### config.mk
export PLATFORM = sky130hd
export DESIGN_NAME = accel_clear
export DESIGN_NICKNAME = d
export VERILOG_FILES = /design/src/hw/fsab_spam_pkg.sv /design/src/hw/accel_clear.sv /design/src/hw/clear_beat_emitter.sv /design/src/hw/clear_burst_planner.sv /design/src/hw/clear_csr_decode.sv
export SDC_FILE = /design/constraint.sdc
export NUM_CORES = 1
export LEC_CHECK = 0
export BUFFER_PORTS_ARGS = -buffer_cell sky130_fd_sc_hd__buf_2
export CAP_MARGIN = 15
export CORE_MARGIN = 3
export CORE_UTILIZATION = 40
export CTS_BUF_LIST = sky130_fd_sc_hd__clkbuf_4
export DETAILED_ROUTE_END_ITERATION = 12
export PLACE_DENSITY = 0.73
export SLEW_MARGIN = 20
export SYNTH_ARGS = -nofsm -noshare
export SYNTH_HDL_FRONTEND = slang
export SYNTH_SLANG_ARGS = --single-unit
### constraint.sdc
create_clock -name fsabi_clk -period 4.7 [get_ports fsabi_clk]
set_input_delay 0.94 -clock fsabi_clk [delete_from_list [all_inputs] [get_ports fsabi_clk]]
set_output_delay 0.94 -clock fsabi_clk [all_outputs]
set_load 0.02 [all_outputs]
### src/hw/fsab_spam_pkg.sv
// Shared FSAB and SPAM widths, IDs, register map and bus structs; a single clock domain is assumed

package fsab_spam_pkg;

	// FSAB request side
	localparam int FSAB_ADDR_W          = 31;
	localparam int FSAB_LEN_W           = 4;
	localparam int FSAB_LEN_MAX         = 8;
	localparam int FSAB_DATA_W          = 64;
	localparam int FSAB_MASK_W          = 8;
	localparam int FSAB_DID_W           = 4;
	localparam int FSAB_CREDITS_W       = 3;
	localparam int FSAB_INITIAL_CREDITS = 4;

	// SPAM register bus
	localparam int SPAM_ADDR_W = 24;
	localparam int SPAM_DATA_W = 32;
	localparam int SPAM_DID_W  = 4;

	localparam logic [SPAM_DID_W-1:0]  SPAM_DID_ACCEL = 4'h3;
	localparam logic [SPAM_ADDR_W-1:0] SPAM_ADDR_PFX  = 24'h000000;
	localparam logic [SPAM_ADDR_W-1:0] SPAM_ADDR_MASK = 24'hF00000;

	// IDs stamped on every outgoing request
	localparam logic [FSAB_DID_W-1:0] FSAB_DID_ACCEL    = 4'h2;
	localparam logic [FSAB_DID_W-1:0] FSAB_SUBDID_CLEAR = 4'h1;

	typedef enum logic [1:0] {
		FSAB_NOP   = 2'd0,
		FSAB_READ  = 2'd1,
		FSAB_WRITE = 2'd2
	} fsab_mode_e;

	// Offsets in the low address nibble
	typedef enum logic [3:0] {
		CSR_DATUM  = 4'b0000,
		CSR_ADDR   = 4'b0100,
		CSR_LENREM = 4'b1000
	} csr_reg_e;

	typedef struct packed {
		logic                   valid;
		logic                   r_nw;
		logic [SPAM_DID_W-1:0]  did;
		logic [SPAM_ADDR_W-1:0] addr;
		logic [SPAM_DATA_W-1:0] data;
	} spam_req_t;

	// busy_b is a one-cycle acknowledge
	typedef struct packed {
		logic                   busy_b;
		logic [SPAM_DATA_W-1:0] data;
	} spam_rsp_t;

	// Value is shared by both strobes
	typedef struct packed {
		logic                   addr_wr;
		logic                   len_wr;
		logic [FSAB_ADDR_W-1:0] value;
	} cfg_wr_t;

	typedef struct packed {
		logic                   start;
		logic [FSAB_ADDR_W-1:0] addr;
		logic [FSAB_LEN_W-1:0]  len;
	} burst_cmd_t;

	typedef struct packed {
		logic                   valid;
		fsab_mode_e             mode;
		logic [FSAB_DID_W-1:0]  did;
		logic [FSAB_DID_W-1:0]  subdid;
		logic [FSAB_ADDR_W-1:0] addr;
		logic [FSAB_LEN_W-1:0]  len;
		logic [FSAB_DATA_W-1:0] data;
		logic [FSAB_MASK_W-1:0] mask;
	} fsab_req_t;

endpackage

### src/hw/accel_clear.sv
// Memory-clear accelerator top; single fsabi_clk domain, write-only on FSAB, credits limit bursts
`timescale 1ns/100ps

module accel_clear (
	input  logic                     fsabi_clk,
	input  logic                     fsabi_rst_b,
	input  fsab_spam_pkg::spam_req_t spam_req,
	input  logic                     fsab_credit,
	output fsab_spam_pkg::spam_rsp_t spam_rsp,
	output fsab_spam_pkg::fsab_req_t fsab_req
);
	import fsab_spam_pkg::*;

	cfg_wr_t                cfg_wr;
	burst_cmd_t             burst_cmd;
	logic [SPAM_DATA_W-1:0] datum;
	logic [FSAB_ADDR_W-1:0] lenrem;
	logic                   emit_ready;

	// Register decode
	clear_csr_decode i_csr_decode (
		.fsabi_clk   (fsabi_clk),
		.fsabi_rst_b (fsabi_rst_b),
		.spam_req    (spam_req),
		.lenrem      (lenrem),
		.spam_rsp    (spam_rsp),
		.cfg_wr      (cfg_wr),
		.datum       (datum)
	);

	// Credits and burst split
	clear_burst_planner i_burst_planner (
		.fsabi_clk   (fsabi_clk),
		.fsabi_rst_b (fsabi_rst_b),
		.cfg_wr      (cfg_wr),
		.fsab_credit (fsab_credit),
		.emit_ready  (emit_ready),
		.burst_cmd   (burst_cmd),
		.lenrem      (lenrem)
	);

	// Beats onto FSAB
	clear_beat_emitter i_beat_emitter (
		.fsabi_clk   (fsabi_clk),
		.fsabi_rst_b (fsabi_rst_b),
		.burst_cmd   (burst_cmd),
		.datum       (datum),
		.fsab_req    (fsab_req),
		.emit_ready  (emit_ready)
	);

endmodule

### src/hw/clear_beat_emitter.sv
// Write beats follow a start by one cycle and never stall; datum is sampled when the burst starts
`timescale 1ns/100ps

module clear_beat_emitter (
	input  logic                                  fsabi_clk,
	input  logic                                  fsabi_rst_b,
	input  fsab_spam_pkg::burst_cmd_t             burst_cmd,
	input  logic [fsab_spam_pkg::SPAM_DATA_W-1:0] datum,
	output fsab_spam_pkg::fsab_req_t              fsab_req,
	output logic                                  emit_ready
);
	import fsab_spam_pkg::*;

	logic                   valid_q;
	logic [FSAB_LEN_W-1:0]  beats_left;
	logic [FSAB_ADDR_W-1:0] addr_q;
	logic [FSAB_LEN_W-1:0]  len_q;
	logic [FSAB_DATA_W-1:0] data_q;

	// Beats still to come after the one on the bus now
	always_ff @(posedge fsabi_clk or negedge fsabi_rst_b) begin
		if (!fsabi_rst_b) begin
			valid_q    <= 1'b0;
			beats_left <= '0;
		end else begin
			if (burst_cmd.start) begin
				valid_q    <= 1'b1;
				beats_left <= burst_cmd.len - 1'b1;
			end else if (beats_left != '0) begin
				beats_left <= beats_left - 1'b1;
			end else begin
				valid_q <= 1'b0;
			end
		end
	end

	// Every beat of a burst repeats the same header
	always_ff @(posedge fsabi_clk) begin
		if (burst_cmd.start) begin
			addr_q <= burst_cmd.addr;
			len_q  <= burst_cmd.len;
			data_q <= {datum, datum};
		end
	end

	// Idle or on the last beat, so the next burst can follow directly
	assign emit_ready = (beats_left == '0);

	assign fsab_req = '{
		valid:  valid_q,
		mode:   valid_q ? FSAB_WRITE : FSAB_NOP,
		did:    FSAB_DID_ACCEL,
		subdid: FSAB_SUBDID_CLEAR,
		addr:   addr_q,
		len:    len_q,
		data:   data_q,
		mask:   {FSAB_MASK_W{1'b1}}
	};

endmodule

### src/hw/clear_burst_planner.sv
// Splits the fill length into bursts of up to 8 beats; holds while credits are exhausted
`timescale 1ns/100ps

module clear_burst_planner (
	input  logic                                  fsabi_clk,
	input  logic                                  fsabi_rst_b,
	input  fsab_spam_pkg::cfg_wr_t                cfg_wr,
	input  logic                                  fsab_credit,
	input  logic                                  emit_ready,
	output fsab_spam_pkg::burst_cmd_t             burst_cmd,
	output logic [fsab_spam_pkg::FSAB_ADDR_W-1:0] lenrem
);
	import fsab_spam_pkg::*;

	logic [FSAB_ADDR_W-1:0]    addr_q;
	logic [FSAB_ADDR_W-1:0]    lenrem_q;
	logic [FSAB_CREDITS_W-1:0] credits;
	logic [FSAB_LEN_W-1:0]     burst_len;
	logic [FSAB_ADDR_W-1:0]    burst_bytes;
	logic                      cfg_busy;
	logic                      credit_avail;
	logic                      start;

	assign cfg_busy     = cfg_wr.addr_wr || cfg_wr.len_wr;
	assign credit_avail = (credits != '0);

	// min(lenrem, 8)
	assign burst_len = (lenrem_q > FSAB_ADDR_W'(FSAB_LEN_MAX)) ?
		FSAB_LEN_W'(FSAB_LEN_MAX) : lenrem_q[FSAB_LEN_W-1:0];

	// 8 bytes per beat
	assign burst_bytes = FSAB_ADDR_W'({burst_len, 3'b000});

	// Register writes block a start in the same cycle
	assign start = credit_avail && (lenrem_q != '0) && emit_ready && !cfg_busy;

	always_ff @(posedge fsabi_clk or negedge fsabi_rst_b) begin
		if (!fsabi_rst_b) begin
			addr_q   <= '0;
			lenrem_q <= '0;
		end else begin
			if (cfg_wr.addr_wr) begin
				addr_q <= cfg_wr.value;
			end else if (start) begin
				addr_q <= addr_q + burst_bytes;
			end

			if (cfg_wr.len_wr) begin
				lenrem_q <= cfg_wr.value;
			end else if (start) begin
				lenrem_q <= lenrem_q - FSAB_ADDR_W'(burst_len);
			end
		end
	end

	// Return and consume in one cycle cancel out
	always_ff @(posedge fsabi_clk or negedge fsabi_rst_b) begin
		if (!fsabi_rst_b) begin
			credits <= FSAB_CREDITS_W'(FSAB_INITIAL_CREDITS);
		end else begin
			case ({fsab_credit, start})
				2'b10:   credits <= credits + 1'b1;
				2'b01:   credits <= credits - 1'b1;
				default: credits <= credits;
			endcase
		end
	end

	assign burst_cmd = '{
		start: start,
		addr:  addr_q,
		len:   burst_len
	};

	assign lenrem = lenrem_q;

endmodule

### src/hw/clear_csr_decode.sv
// SPAM decode on fsabi_clk only; ack one cycle after a match, unmapped offsets ack and read zero
`timescale 1ns/100ps

module clear_csr_decode (
	input  logic                                  fsabi_clk,
	input  logic                                  fsabi_rst_b,
	input  fsab_spam_pkg::spam_req_t              spam_req,
	input  logic [fsab_spam_pkg::FSAB_ADDR_W-1:0] lenrem,
	output fsab_spam_pkg::spam_rsp_t              spam_rsp,
	output fsab_spam_pkg::cfg_wr_t                cfg_wr,
	output logic [fsab_spam_pkg::SPAM_DATA_W-1:0] datum
);
	import fsab_spam_pkg::*;

	logic                   hit;
	logic                   wr_hit;
	logic                   rd_hit;
	csr_reg_e               offset;
	logic                   addr_wr_q;
	logic                   len_wr_q;
	logic [FSAB_ADDR_W-1:0] value_q;
	logic                   busy_b_q;
	logic [SPAM_DATA_W-1:0] rd_data_q;
	logic [SPAM_DATA_W-1:0] rd_data_nxt;

	// Device ID and prefix match
	assign hit = spam_req.valid &&
		(spam_req.did == SPAM_DID_ACCEL) &&
		((spam_req.addr & SPAM_ADDR_MASK) == SPAM_ADDR_PFX);

	assign wr_hit = hit && !spam_req.r_nw;
	assign rd_hit = hit && spam_req.r_nw;
	assign offset = csr_reg_e'(spam_req.addr[3:0]);

	// Only the length register is readable
	always_comb begin
		rd_data_nxt = '0;
		if (rd_hit) begin
			case (offset)
				CSR_LENREM: rd_data_nxt = {1'b0, lenrem};
				default:    rd_data_nxt = '0;
			endcase
		end
	end

	always_ff @(posedge fsabi_clk or negedge fsabi_rst_b) begin
		if (!fsabi_rst_b) begin
			busy_b_q  <= 1'b0;
			rd_data_q <= '0;
			addr_wr_q <= 1'b0;
			len_wr_q  <= 1'b0;
			datum     <= '0;
		end else begin
			busy_b_q  <= hit;
			rd_data_q <= rd_data_nxt;
			addr_wr_q <= wr_hit && (offset == CSR_ADDR);
			len_wr_q  <= wr_hit && (offset == CSR_LENREM);
			if (wr_hit && (offset == CSR_DATUM)) begin
				datum <= spam_req.data;
			end
		end
	end

	// Write value for the planner, qualified by the strobes
	always_ff @(posedge fsabi_clk) begin
		if (wr_hit) begin
			value_q <= spam_req.data[FSAB_ADDR_W-1:0];
		end
	end

	assign spam_rsp = '{
		busy_b: busy_b_q,
		data:   rd_data_q
	};

	assign cfg_wr = '{
		addr_wr: addr_wr_q,
		len_wr:  len_wr_q,
		value:   value_q
	};

endmodule

==> Yosys cells after proc, flatten, opt, wreduce, memory -nomap -nowiden <==
Index checks and enable logic that the tools add are counted.
W data, S select, Z words.
{ "op_classes": {"n_addsub": 6, "n_lt_le_gt_ge": 1, "n_eq_ne": 6, "muxes": 13, "reduce_logical": 23} }
{ "op_table": {"columns": ["cell", "count"], "rows": [
  ["$mux W31", 6],
  ["$add A31 B7 Y31", 1],
  ["$gt A31 B4 Y1 const B", 1],
  ["$reduce_bool A31 Y1", 1],
  ["$sub A31 B4 Y31", 1],
  ["$logic_not A24 Y1", 1],
  ["$mux W4", 3],
  ["$logic_and A1 B1 Y1", 10],
  ["$logic_not A4 Y1", 2],
  ["$reduce_bool A2 Y1", 4],
  ["$sub A4 B1 Y4 const B", 2],
  ["$pmux W3 S2", 1],
  ["$eq A4 B2 Y1 const B", 1],
  ["$eq A4 B3 Y1 const B", 1],
  ["$eq A4 B4 Y1 const B", 1],
  ["$reduce_bool A4 Y1", 1],
  ["$add A3 B1 Y3 const B", 1],
  ["$reduce_bool A3 Y1", 1],
  ["$sub A3 B1 Y3 const B", 1],
  ["$eq A2 B1 Y1 const B", 1],
  ["$eq A2 B2 Y1 const B", 1],
  ["$logic_not A1 Y1", 2],
  ["$mux W1", 2],
  ["$mux W2", 1],
  ["other kinds (2)", 2]
]} }
{ "word_totals": {"reg_bits": 267, "in_bits": 65, "output_inout_bits": 151, "word_cells": 63} }

==> Logic depth before layout (Yosys ltp) <==
Gate-level depths: netlist of run 1.
{ "depth": {"depth_word": 6, "mapped_depth": 16, "mapped_depth_nobuf": 14} }

==> Hierarchy <==
Synthesis of run 1 repeated with hierarchy kept, for this count alone.
{ "hier_totals": {"cells_unflattened": 843, "area_unflattened_um2": 10375.0} }
{ "by_module_without_submodules": {"columns": ["module", "n_inst", "cells_each", "area_per_inst_um2", "seq_area_each_um2"], "rows": [
  ["clear_burst_planner", 1, 478, 4150.2, 1627.8],
  ["clear_csr_decode", 1, 221, 3567.2, 2582.5],
  ["clear_beat_emitter", 1, 144, 2657.5, 2137.0]
]} }

==> Worst setup path after synthesis of run 1 <==
No wires, ideal clock.
{ "synth_path": {"kind": "reg2reg", "from": "register i_burst_planner.lenrem_q[15], in the netlist i_burst_planner.lenrem[15]", "to": "register i_burst_planner.addr_q[27]", "setup_ps": 146, "t_arrival_ps": 4007, "t_required_ps": 4554, "slack_ps": 547, "path_stages_with_launch": 15, "n_path_buf": 2, "synth_period_minus_slack_ps": 4153, "cell_sequence": "dfrtp_1 > or4_1 > buf_2 > or4b_1 > clkbuf_1 > or4_1 > nand2_1 > nand2_1 > fa_1 > nand2b_1 > a21o_1 > nor3_1 > a31oi_1 > o21ai_0 > o311ai_0"} }
{ "synth_between": {"elab_chain_len": 5, "word_cells_on_any_way": 10, "cone_classes": "add/sub (1); order compare (1); mux (3); reduce/logical (5)"} }
{ "synth_lines": {"columns": ["element", "line", "rtl"], "rows": [
  ["start, declared", "clear_burst_planner.sv:16", "logic [FSAB_ADDR_W-1:0] lenrem_q;"],
  ["start signal, assigned", "clear_burst_planner.sv:49", "lenrem_q <= cfg_wr.value;"],
  ["start signal, assigned", "clear_burst_planner.sv:51", "lenrem_q <= lenrem_q - FSAB_ADDR_W'(burst_len);"],
  ["$gt A31 B4 Y1 / $reduce_bool A31 Y1 (equally long branches)", "clear_burst_planner.sv:28, clear_burst_planner.sv:35", null],
  ["$mux W4 / $logic_and A1 B1 Y1 (equally long branches)", "clear_burst_planner.sv:28, clear_burst_planner.sv:35", null],
  ["$add A31 B7 Y31 / $logic_and A1 B1 Y1 (equally long branches)", "clear_burst_planner.sv:45, clear_burst_planner.sv:35", null],
  ["$mux W31 / $logic_and A1 B1 Y1 (equally long branches)", "clear_burst_planner.sv:44, clear_burst_planner.sv:35", null],
  ["$mux W31 / $reduce_bool A2 Y1 (equally long branches)", null, null],
  ["end signal, assigned", "clear_burst_planner.sv:43", "addr_q <= cfg_wr.value;"],
  ["end signal, assigned", "clear_burst_planner.sv:45", "addr_q <= addr_q + burst_bytes;"],
  ["end, declared", "clear_burst_planner.sv:15", "logic [FSAB_ADDR_W-1:0] addr_q;"]
]} }
Several ways; a longest one is shown, not always the timed one. The select of a mux whose other input is x is not followed.
A chain may end at the register's enable or synchronous reset.

==> Final worst setup path of run 1 <==
{ "layout_path": {"from": "register i_burst_planner.lenrem_q[13], in the netlist i_burst_planner.lenrem[13]", "to": "register i_burst_planner.addr_q[15]"} }
Same word-level chain as after synthesis.

==> results of run 1 <==
[state kept, by name (all words and copies together), names as in the netlist, 3 cells and up]
signal / count
i_beat_emitter.addr_q: 31
i_beat_emitter.beats_left: 4
i_csr_decode.datum: 32
i_csr_decode.rd_data_q: 31
i_burst_planner.lenrem: 31
i_beat_emitter.len_q: 4
i_burst_planner.credits: 3
i_burst_planner.addr_q: 31
i_beat_emitter.data_q: 32
i_csr_decode.value_q: 31
[report_power, final]
group / internal (µW) / leakage [µW] / switching [µW]
registers: 2490 / 0.00276 / 242
clock network: 874 / 0.000446 / 785
logic: 550 / 0.00205 / 1180
[layer usage]
| layer | track usage [%] | part of all wire (%) |
|---|---|---|
| met1 | 24.4 | 42 |
| met2 | 27.7 | 46 |
| met3 | 4.99 | 8.8 |
| met4 | 6.65 | 2.5 |
| met5 | 0 | 0.054 |
[placed cells by master, fill, tap and decap left out, types with 3 or more instances in the layout]
cell type,netlist,routed
buf_2,8,180
dfrtp_1,135,135
edfxtp_1,98,98
clkbuf_4,0,91
nand2_1,61,61
and2_1,37,37
mux2_2,37,37
nand3_1,33,33
o21ai_0,33,33
nor2_1,28,28
a21oi_1,23,23
o211ai_1,22,22
conb_1,2,20
or3_1,18,18
nor3_1,17,17
buf_4,55,17
inv_1,16,16
or4_1,13,13
clkinv_1,0,12
nor4_1,10,10
o311ai_0,10,10
and3_1,9,9
a31oi_1,9,9
nand4_1,9,9
a22oi_1,9,9
ha_1,8,8
o21ai_1,7,7
a221o_1,7,7
xor2_1,6,6
or2_2,5,5
nand3b_1,4,4
nor3b_1,4,4
nand2b_1,3,3
o31a_1,3,3
nand4b_1,3,3
[cell families (layout without fill, tap and decap cells)]
kind of cell	after synthesis	count (layout)	synth area share, %
flip-flops	234	234	63.6
adder cells (fa/ha/maj)	10	10	1.40
AND/OR/NAND/NOR	261	261	14.0
XOR/XNOR	8	8	0.702
multiplexers	38	38	4.28
buffers and inverters	108	321	6.39
other	2	21	0.0753
AO/OA/AOI/OAI	142	142	9.58
[worst reg2reg max path: cells and delay by family, from the launching register on]
family	cells	cell delay, ns
AO/OA/AOI/OAI	1	0.22
AND/OR/NAND/NOR	8	2.65
adder cells (fa/ha/maj)	1	0.46
flip-flops	1	0.44
multiplexers	1	0.26
XOR/XNOR	1	0.16
[through the flow]
| step | power, µW | setup WS [ns] | instance area (µm²) | hold WS [ns] | util (%) |
|---|---|---|---|---|---|
| 6_report | 6120 | 0.403 | 11700 | 0.365 | 47.9 |
| 5_1_grt | 6480 | 0.186 | 11700 | 0.372 | 47.9 |
| 4_1_cts | 6160 | 0.455 | 11700 | 0.338 | 47.9 |
| 3_5_place_dp | 4470 | 0.470 | 11000 | 0.433 | 44.9 |
| 3_3_place_gp | 4430 | 0.537 | 11000 | 0.425 | 44.9 |
| 2_1_floorplan | 3970 | 0.547 | 10000 | 0.421 | - |
[cell type report]
cell class,instances,area [µm²]
diodes,1,2.50
clock buffers,91,683
clock inverters,14,52.6
fillers,2264,12700
inverters,17,66.3
multi-input cells,479,3080
flip-flops and latches,234,6350
well taps,324,405
repair buffers,199,1060
[worst max-delay path by stage]
stage / start / to / depth (start not counted)
2_1_floorplan: i_burst_planner.lenrem[15] / i_burst_planner.addr_q[27] / 14
3_3_place_gp: i_burst_planner.lenrem[13] / i_burst_planner.addr_q[15] / 12
3_5_place_dp: i_burst_planner.lenrem[13] / i_burst_planner.addr_q[15] / 12
4_1_cts: i_burst_planner.lenrem[13] / i_burst_planner.addr_q[15] / 12
5_1_grt: i_burst_planner.lenrem[11] / i_burst_planner.addr_q[30] / 14
6_report: i_burst_planner.lenrem[13] / i_burst_planner.addr_q[15] / 12
==> summary.md, run 1 <==
| Metric | Value |
|---|---|
| Outcome | completed |
| Synth warn | 0 |
| Max Fanout on Critical Path | 6 |
| Worst r2r src | i_burst_planner.lenrem[13] |
| Clock buffer depth | 3 |
| P per Cell Area | 523 nW/µm² |
| Final HPWL from detailed placement | 16500 µm |
| Clock skew | 0.0437 ns |
| Lkg Pwr | 0.00526 µW |
| Final net count | 1062 |
| Most common cell in the netlist | dfrtp_1 |
| Proportion of layout cells with a drive suffix above 1 | 33.0% |
| GR Overflow Total | 0 |
| Worst vdd ir | 0.000275 V |
| Final period util | 91.4% |
| Leading area contributor after synthesis | dfrtp_1 |
| Pre-Repair DR Iteration Count | 5 |
| Core Area | 24400 µm² |
| Num rows | 57 |
| Critical path type | flop to flop |
| CP endpoint kind | flop |
| Vias in the first global route | 7017 |
| Clock Latency Late Sink | 0.67 ns |
| DIE HEIGHT | 164 µm |
| Final std cells w/o fill | 1359 |
| List of most frequent post-synthesis cells | 135 x dfrtp_1, 98 x edfxtp_1, 61 x nand2_1 |
| Global-route wire length before repair | 38100 µm |
| Slowest CP cell | or4_1 |
| Setup bufs post-CTS | 0 |
| RSZ-0062 raised after global routing | no |
| Root buffer cell | clkbuf_4 |
| Class of the worst hold path | primary input to asynchronous set/reset pin |
| Number of synthesized flops with an enable pin | 98 |
| R2R depth | 12 |
| Setup violators final | 0 |
| Clock transition at path regs | 0.08 ns |
| CP peak stage delay | 0.56 ns |
| Final wirelength | 24300 µm |
| Startpoint Class | flop |
| Mapped Avg Cell Area | 12.4 µm² |
| Crit-path leading delay family | simple AND/OR/NAND/NOR gates |
| Total track usage | 18.0% |
| Placed insts | 1253 |
| Mapped Cells | 803 |
| R2R setup slack | 0.40 ns |
| Slew Limit Headroom | 43.3% |
| Final RePlAce weighted congestion | 0.937 |
| Fin. Hold Viols | 0 |
| Clk sinks | 234 |
| Synth unique cells | 59 |
| PostCTS Resize Cnt | 0 |
| Number of buffers added on ports | 181 |
| Die width | 164 µm |
| Synth top area share | 33.9% |
| Area grow syn2layout | 17.2% |
| Cell area after synthesis | 9980 µm² |
| Routed WL per cell | 17.9 µm |
| Top-Level Pins | 216 |
| Max-slew violations | 0 |
| TritonCTS buffer count | 56 |
| Area contributors post-synth | dfrtp_1 34%, edfxtp_1 29%, mux2_2 4.2%, buf_4 4.1%, and2_1 2.3% |
| Critical path required time | 5.25 ns |
| Crit path DAT | 4.84 ns |
| Antenna-violating nets left | 0 |
| Fin Setup TNS | 0 ns |
| Yosys reg bits | 234 |
| RR Endpoint | i_burst_planner.addr_q[15] |
| Asr flop ratio synth | 58.1% |
| Minimum clock period | 4.30 ns |
| Worst-margin pin slew | 0.850 ns |
| Max-cap viol count | 0 |
| Vias post-DR | 7131 |
| Buf+Inv Stages, Crit Path | 0 |
| CTS tree | yes |
| Iteration-0 DRC Markers | 578 |
| Die ar. | 26900 µm² |
| Register area share after synthesis | 63.6% |
| Largest net degree at the start of global routing | 88 |
| CP cell instances | or4_1 -> or4b_1 -> or4_1 -> nand2_1 -> nand2_1 -> fa_1 -> nand2b_1 -> a21o_1 -> nor2_1 -> nand4_1 -> xnor2_1 -> mux2_2 |
| Vias per cell | 5.25 |
| Cts hold-fix bufs | 0 |
| Initial core utilization | 40.9% |
| # DRC | 0 |
| Htree depth | 2 |
| Prevailing post-synth register cell | dfrtp_1 |
| Initial antenna violation count | 2 |
| F_max | 233 MHz |
(Power assumes the default switching activity.)
==> inputs of run 2 (changes only) <==
PLACE_DENSITY = default   (was 0.73)
PLACE_DENSITY_LB_ADDON = 0.2   (was default)
SLEW_MARGIN = default   (was 20)
==> run 2 against run 1 <==
Net effect:
- sequential share of layout area down 0.11 points
- routed wire length decreased by 0.70%
- combinational power is essentially flat
- via count fell by 2.0%
- clock skew decreased by 0.0037 ns
- flip-flop and latch count stayed put
- register-to-register slack lost 0.06 ns
- worst hold slack worse by 0.13 ns
- utilization increased by 0.098 points
- clock-buffer cell count did not move
- die area unchanged
- global-route usage is 0.19 points higher
- critical path type unchanged
- largest cell class unchanged
- largest power group unchanged
- highest routed layer is now met4
==> summary.md, run 2 (synthesized netlist as in run 1, its figures left out) <==
| Metric | Value |
|---|---|
| Outcome | completed |
| Minimum clock period | 4.36 ns (+0.0636 ns) |
| Clock power frac | 27.8% (+0.7 points) |
| Area grow syn2layout | 17.4% |
| Final RePlAce weighted congestion | 0.901 (-3.8%) |
| Final wirelength | 24100 µm (-0.70%) |
| RSZ-0062 raised after global routing | no |
| Fin Setup TNS | 0 ns (unchanged) |
| Commonest non-fill, non-tap cell in the layout | buf_2 |
| Clock skew | 0.0400 ns (-0.00374 ns) |
| Worst vdd ir | 0.000218 V (-21%) |
| Clock transition at path regs | 0.08 ns (about the same) |
| Class of the worst hold path | primary input to asynchronous set/reset pin |
| Clock Latency Late Sink | 0.69 ns (+0.02 ns) |
| P per Cell Area | 523 nW/µm² (about the same) |
| CTS tree | yes |
| Clk sinks | 234 (unchanged) |
| Root buffer cell | clkbuf_4 |
| Startpoint Class | flop |
| # DRC | 0 (unchanged) |
| Net switching power | 2230 µW (+0.77%) |
| Routed WL per cell | 17.6 µm (-1.2%) |
| Max-slew violations | 0 (unchanged) |
| Number of buffers added on ports | 181 (unchanged) |
| Internal | 3910 µW (about the same) |
| CP endpoint kind | flop |
| Crit path from | i_burst_planner.lenrem[13] |
| Total track usage | 18.2% (+0.19 points) |
| Largest net degree at the start of global routing | 66 (-25%) |
| Max Fanout on Critical Path | 8 (+2) |
| Initial antenna violation count | 1 (-1) |
| DIE HEIGHT | 164 µm (unchanged) |
| Core Area | 24400 µm² (unchanged) |
| Critical path required time | 5.26 ns (about the same) |
| Final period util | 92.8% (+1.4 points) |
| Critical path type | flop to flop |
| Vias per cell | 5.11 (-2.5%) |
| Worst r2r src | i_burst_planner.lenrem[13] |
| Vias post-DR | 6987 (-2.0%) |
| Worst-margin pin slew | 0.855 ns (+0.00495 ns) |
| F_max | 229 MHz (-1.5%) |
| Global-route wire length before repair | 38300 µm (+0.67%) |
| Final Total Pwr | 6130 µW (+0.25%) |
| Largest registers | i_beat_emitter.data_q x32, i_csr_decode.datum x32 |
| Top-Level Pins | 216 (unchanged) |
| Slew Limit Headroom | 42.5% (-0.86 points) |
| Final HPWL from detailed placement | 16300 µm (-1.0%) |
| Comb pwr share | 27.9% (-0.4 points) |
| Iteration-0 DRC Markers | 480 (-17%) |
| Setup violators final | 0 (unchanged) |
| Commonest cells after routing, fill and taps aside | 180 x buf_2, 135 x dfrtp_1, 98 x edfxtp_1 |
| Setup bufs post-CTS | 0 (unchanged) |
| Initial core utilization | 40.9% (unchanged) |
| Htree depth | 2 (unchanged) |
| GR Overflow Total | 0 (unchanged) |
| Crit path DAT | 4.92 ns (+0.08 ns) |
| Max-cap viol count | 0 (unchanged) |
| TritonCTS buffer count | 60 (+7.1%) |
| Reg power frac | 44.3% (-0.3 points) |
| Total of fill cells in the finished design | 2309 (+2.0%) |
| Sw Ratio | 36.3% (+0.19 points) |
| Die ar. | 26900 µm² (unchanged) |
| Pre-Repair DR Iteration Count | 5 (unchanged) |
| Clock buffer depth | 3 (unchanged) |
| Final net count | 1066 (+0.38%) |
| Fin. Hold Viols | 0 (unchanged) |
| Die width | 164 µm (unchanged) |
| Vias in the first global route | 6772 (-3.5%) |
| Antenna-violating nets left | 0 (unchanged) |
| Num rows | 57 (unchanged) |
| Lkg Pwr | 0.00528 µW (+0.34%) |
| Proportion of layout cells with a drive suffix above 1 | 33.1% (+0.16 points) |
[run 2: changes by cell type in the layout (fill, tap and decap cells not counted), sizes merged]
cell	change
clkinv	+9
inv	-2
[run 2: worst max-delay path: stages, from the launching register on]
cell      delay (ns)
dfrtp_1         0.43
or4_1           0.67
or4b_1          0.57
or4_1           0.55
nand2_1         0.18
nand2_1         0.14
inv_1           0.15
ha_1            0.26
a211oi_1        0.32
o21bai_2        0.19
nor3b_1         0.18
buf_4           0.16
a31oi_1         0.20
o21ai_0         0.10
o311ai_0        0.11
[run 2: layout make-up]
cell class | instances | area, µm² | share of cell area, %
Clock buffer | 91 | 683 | 5.83
Sequential cell | 234 | 6350 | 54.2
Inverter | 17 | 66.3 | 0.566
Clock inverter | 21 | 85.1 | 0.726
Multi-Input combinational cell | 479 | 3080 | 26.3
Tap cell | 324 | 405 | 3.46
Timing Repair Buffer | 199 | 1050 | 8.94
Antenna cell | 1 | 2.50 | 0.0214
[run 2: routing by layer]
| layer | wire length [µm] | global-route usage, % |
|---|---|---|
| met1 | 11000 | 26.3 |
| met2 | 10800 | 26.9 |
| met4 | 418 | 5.46 |
| met5 | 0 | 0 |
| met3 | 1890 | 4.77 |
[run 2: per-stage QoR]
step / hold slack, ns / util (%) / cell area (µm²) / cells / setup slack, ns
after floorplan: 0.421 / - / 10000 / 821 / 0.547
after global placement: 0.425 / 44.9 / 10900 / 1253 / 0.391
after detailed placement: 0.428 / 44.9 / 10900 / 1253 / 0.357
after CTS: 0.206 / 48.0 / 11700 / 1365 / 0.292
after global routing: 0.232 / 48.0 / 11700 / 1366 / 0.104
final: 0.230 / 48.0 / 11700 / 1366 / 0.340
[run 2: power groups by stage]
stage | sequential (µW) | clock, µW | combinational (µW)
after floorplan | 2880 | 0 | 1090
after global placement | 2750 | 0 | 1710
after detailed placement | 2750 | 0 | 1710
after CTS | 2720 | 1770 | 1720
after global routing | 2760 | 1890 | 1870
final | 2720 | 1700 | 1710
[run 2: final timing paths]
| kind | cells after the start | endpoint | slack (ns) |
|---|---|---|---|
| max | 14 | i_burst_planner.addr_q[30] | 0.34 |
| min | 1 | i_csr_decode.rd_data_q[17] | 0.23 |
| max reg2reg | 14 | i_burst_planner.addr_q[30] | 0.34 |
| min reg2reg | 0 | i_beat_emitter.data_q[47] | 0.43 |
| max in group asynchronous | 2 | i_burst_planner.addr_q[5] | 3.43 |
| min in group fsabi_clk | 0 | i_beat_emitter.data_q[47] | 0.43 |
[run 2: timing repair]
item | in CTS | in global routing
hold buffers | 0 | 0
gates resized for setup | 0 | 1
endpoints found under the setup margin | 0 | 1
==> inputs of run 3 (changes only) <==
CORE_MARGIN = 4   (was 3)
==> run 3 against run 2 <==
Net effect:
- die area is 2.5% higher
- critical endpoint is now i_burst_planner.addr_q[27]
- critical path type unchanged
- final area is 0.19% higher
- maximum frequency is 2.7% higher
- sequential share of layout area is 0.10 points lower
- register-to-register slack better by 0.12 ns
==> summary.md, run 3 (synthesized netlist as in run 1, its figures left out) <==
| Metric | Value |
|---|---|
| Outcome | completed |
| Core Area | 24500 µm² (+0.29%) |
| Final std cells w/o fill | 1369 (+0.22%) |
| Critical path required time | 5.21 ns (-0.05 ns) |
| Util after Layout | 48.0% (-0.048 points) |
| Crit-path leading delay family | simple AND/OR/NAND/NOR gates |
| Slew Limit Headroom | 43.6% (+1.1 points) |
| GR Overflow Total | 0 (unchanged) |
| DIE HEIGHT | 166 µm (+1.2%) |
| Clock buffer depth | 3 (unchanged) |
| Largest net degree at the start of global routing | 72 (+9.1%) |
| RR Endpoint | i_burst_planner.addr_q[27] |
| Pre-Repair DR Iteration Count | 7 (+2) |
| Fin. Hold Viols | 0 (unchanged) |
| Crit path DAT | 4.76 ns (-0.16 ns) |
| Clock transition at path regs | 0.07 ns (about the same) |
| Setup bufs post-CTS | 0 (unchanged) |
| Routed WL per cell | 18.1 µm (+2.9%) |
| Final HPWL from detailed placement | 16800 µm (+2.7%) |
| Max-cap viol count | 0 (unchanged) |
| Startpoint Class | flop |
| P per Cell Area | 527 nW/µm² (+0.67%) |
| Max Fanout on Critical Path | 7 (-1) |
| Fin Setup TNS | 0 ns (unchanged) |
| Max-slew violations | 0 (unchanged) |
| Antenna-violating nets left | 0 (unchanged) |
| Final net count | 1070 (+0.38%) |
| Vias in the first global route | 7112 (+5.0%) |
| F_max | 236 MHz (+2.7%) |
| Reg area | 6350 µm² (unchanged) |
| CP peak stage delay | 0.61 ns (-0.06 ns) |
| Num rows | 57 (unchanged) |
| Die width | 166 µm (+1.2%) |
| GRT met1 Usage | 25.9% (-0.44 points) |
| Top-Level Pins | 216 (unchanged) |
| Worst vdd ir | 0.000248 V (+14%) |
| Final wirelength | 24800 µm (+3.1%) |
| TritonCTS buffer count | 60 (unchanged) |
| Clock skew | 0.0238 ns (-0.0162 ns) |
| Htree depth | 2 (unchanged) |
| Area of the multi-input gates | 3080 µm² (-0.12%) |
| Total of fill cells in the finished design | 2242 (-2.9%) |
| Global-route wire length before repair | 40200 µm (+5.0%) |
| Iteration-0 DRC Markers | 430 (-10%) |
| Critical path type | flop to flop |
| RSZ-0062 raised after global routing | no |
| Proportion of layout cells with a drive suffix above 1 | 33.3% (+0.19 points) |
| # DRC | 0 (unchanged) |
| CP cell instances | or3_1 -> or4b_1 -> or4_1 -> nand2_1 -> nand2_1 -> fa_1 -> nand2b_1 -> a21o_1 -> nor3_1 -> buf_4 -> a31oi_1 -> o21ai_0 -> o311ai_0 |
| Vias per cell | 5.13 (+0.28%) |
| Met3 usage | 4.36% (-0.41 points) |
| Clock Latency Late Sink | 0.67 ns (-0.02 ns) |
| Setup ws final | 0.455 ns (+0.116 ns) |
| Final period util | 90.3% (-2.5 points) |
| Commonest non-fill, non-tap cell in the layout | buf_2 |
| Commonest cells after routing, fill and taps aside | 180 x buf_2, 135 x dfrtp_1, 98 x edfxtp_1 |
| Total track usage | 18.0% (-0.14 points) |
| Initial core utilization | 40.8% (-0.12 points) |
| Root buffer cell | clkbuf_4 |
| Lkg Pwr | 0.00529 µW (+0.32%) |
| Final RePlAce weighted congestion | 0.876 (-2.8%) |
| Buf+Inv Stages, Crit Path | 1 (-1) |
| Worst-margin pin slew | 0.847 ns (-0.00807 ns) |
| Initial antenna violation count | 1 (unchanged) |
| CP endpoint kind | flop |
| Vias post-DR | 7022 (+0.50%) |
| Most used cell, CP | nand2_1 |
| Minimum clock period | 4.24 ns (-0.116 ns) |
| Number of buffers added on ports | 181 (unchanged) |
| Clk sinks | 234 (unchanged) |
| Most used routing layer | met2 |
| Area grow syn2layout | 17.7% |
| PostCTS Resize Cnt | 0 (unchanged) |
| Slowest CP cell | or4b_1 |
| Largest registers | i_beat_emitter.data_q x32, i_csr_decode.datum x32 |
| Grt met2 use | 27.6% (+0.67 points) |
| Setup violators final | 0 (unchanged) |
| CTS tree | yes |
| Class of the worst hold path | primary input to asynchronous set/reset pin |
| Dpl ws | 0.465 ns (+0.108 ns) |
| Die ar. | 27500 µm² (+2.5%) |
| Placed insts | 1257 (+0.32%) |
| Cts hold-fix bufs | 0 (unchanged) |
| Worst r2r src | i_burst_planner.lenrem[11] |
| R2R depth | 13 (-1) |
| R2R setup slack | 0.46 ns (+0.12 ns) |
-- run 3: changes by cell type in the layout (fill, tap and decap cells not counted) --
cell and delta:
inv_2 +2, o21bai_2 -1, clkinv_2 -3, clkinv_1 -1, o21bai_1 +1, clkbuf_4 +1
buf_4 +4
-- run 3: cell type report --
class                           count  area share [%]
Sequential cell                   234            54.1
Clock inverter                     19           0.629
Inverter                           17           0.565
Tap cell                          324            3.45
Clock buffer                       92            5.88
Multi-Input combinational cell    479            26.2
Antenna cell                        1          0.0213
Timing Repair Buffer              203            9.18
-- run 3: routing by layer --
layer  up-vias  wire [µm]
met2       226      11300
met3        33       1510
met1      3440      11700
met4         0        349
met5         -          0
li1       3323          -
-- run 3: worst max-delay path by stage --
stage,depth (start not counted),to,slack [ns],from
2_1_floorplan,14,i_burst_planner.addr_q[27],0.55,i_burst_planner.lenrem[15]
3_3_place_gp,14,i_burst_planner.addr_q[30],0.52,i_burst_planner.lenrem[11]
3_5_place_dp,13,i_burst_planner.addr_q[27],0.46,i_burst_planner.lenrem[11]
4_1_cts,13,i_burst_planner.addr_q[12],0.48,i_burst_planner.lenrem[11]
5_1_grt,13,i_burst_planner.addr_q[12],0.18,i_burst_planner.lenrem[11]
6_report,13,i_burst_planner.addr_q[27],0.46,i_burst_planner.lenrem[11]
-- run 3: power breakdown --
| part | leakage (µW) | switching (µW) | total (µW) | internal (µW) |
|---|---|---|---|---|
| clock | 0.000463 | 816 | 1710 | 890 |
| combinational | 0.00207 | 1200 | 1760 | 564 |
| sequential | 0.00276 | 235 | 2720 | 2480 |
-- run 3: through the flow --
step           hold WS, ns  power, µW  instance area [µm²]
2_1_floorplan        0.421       3970                10000
3_3_place_gp         0.426       4510                11000
3_5_place_dp         0.430       4520                11000
4_1_cts              0.273       6260                11700
5_1_grt              0.290       6580                11700
6_report             0.317       6190                11700
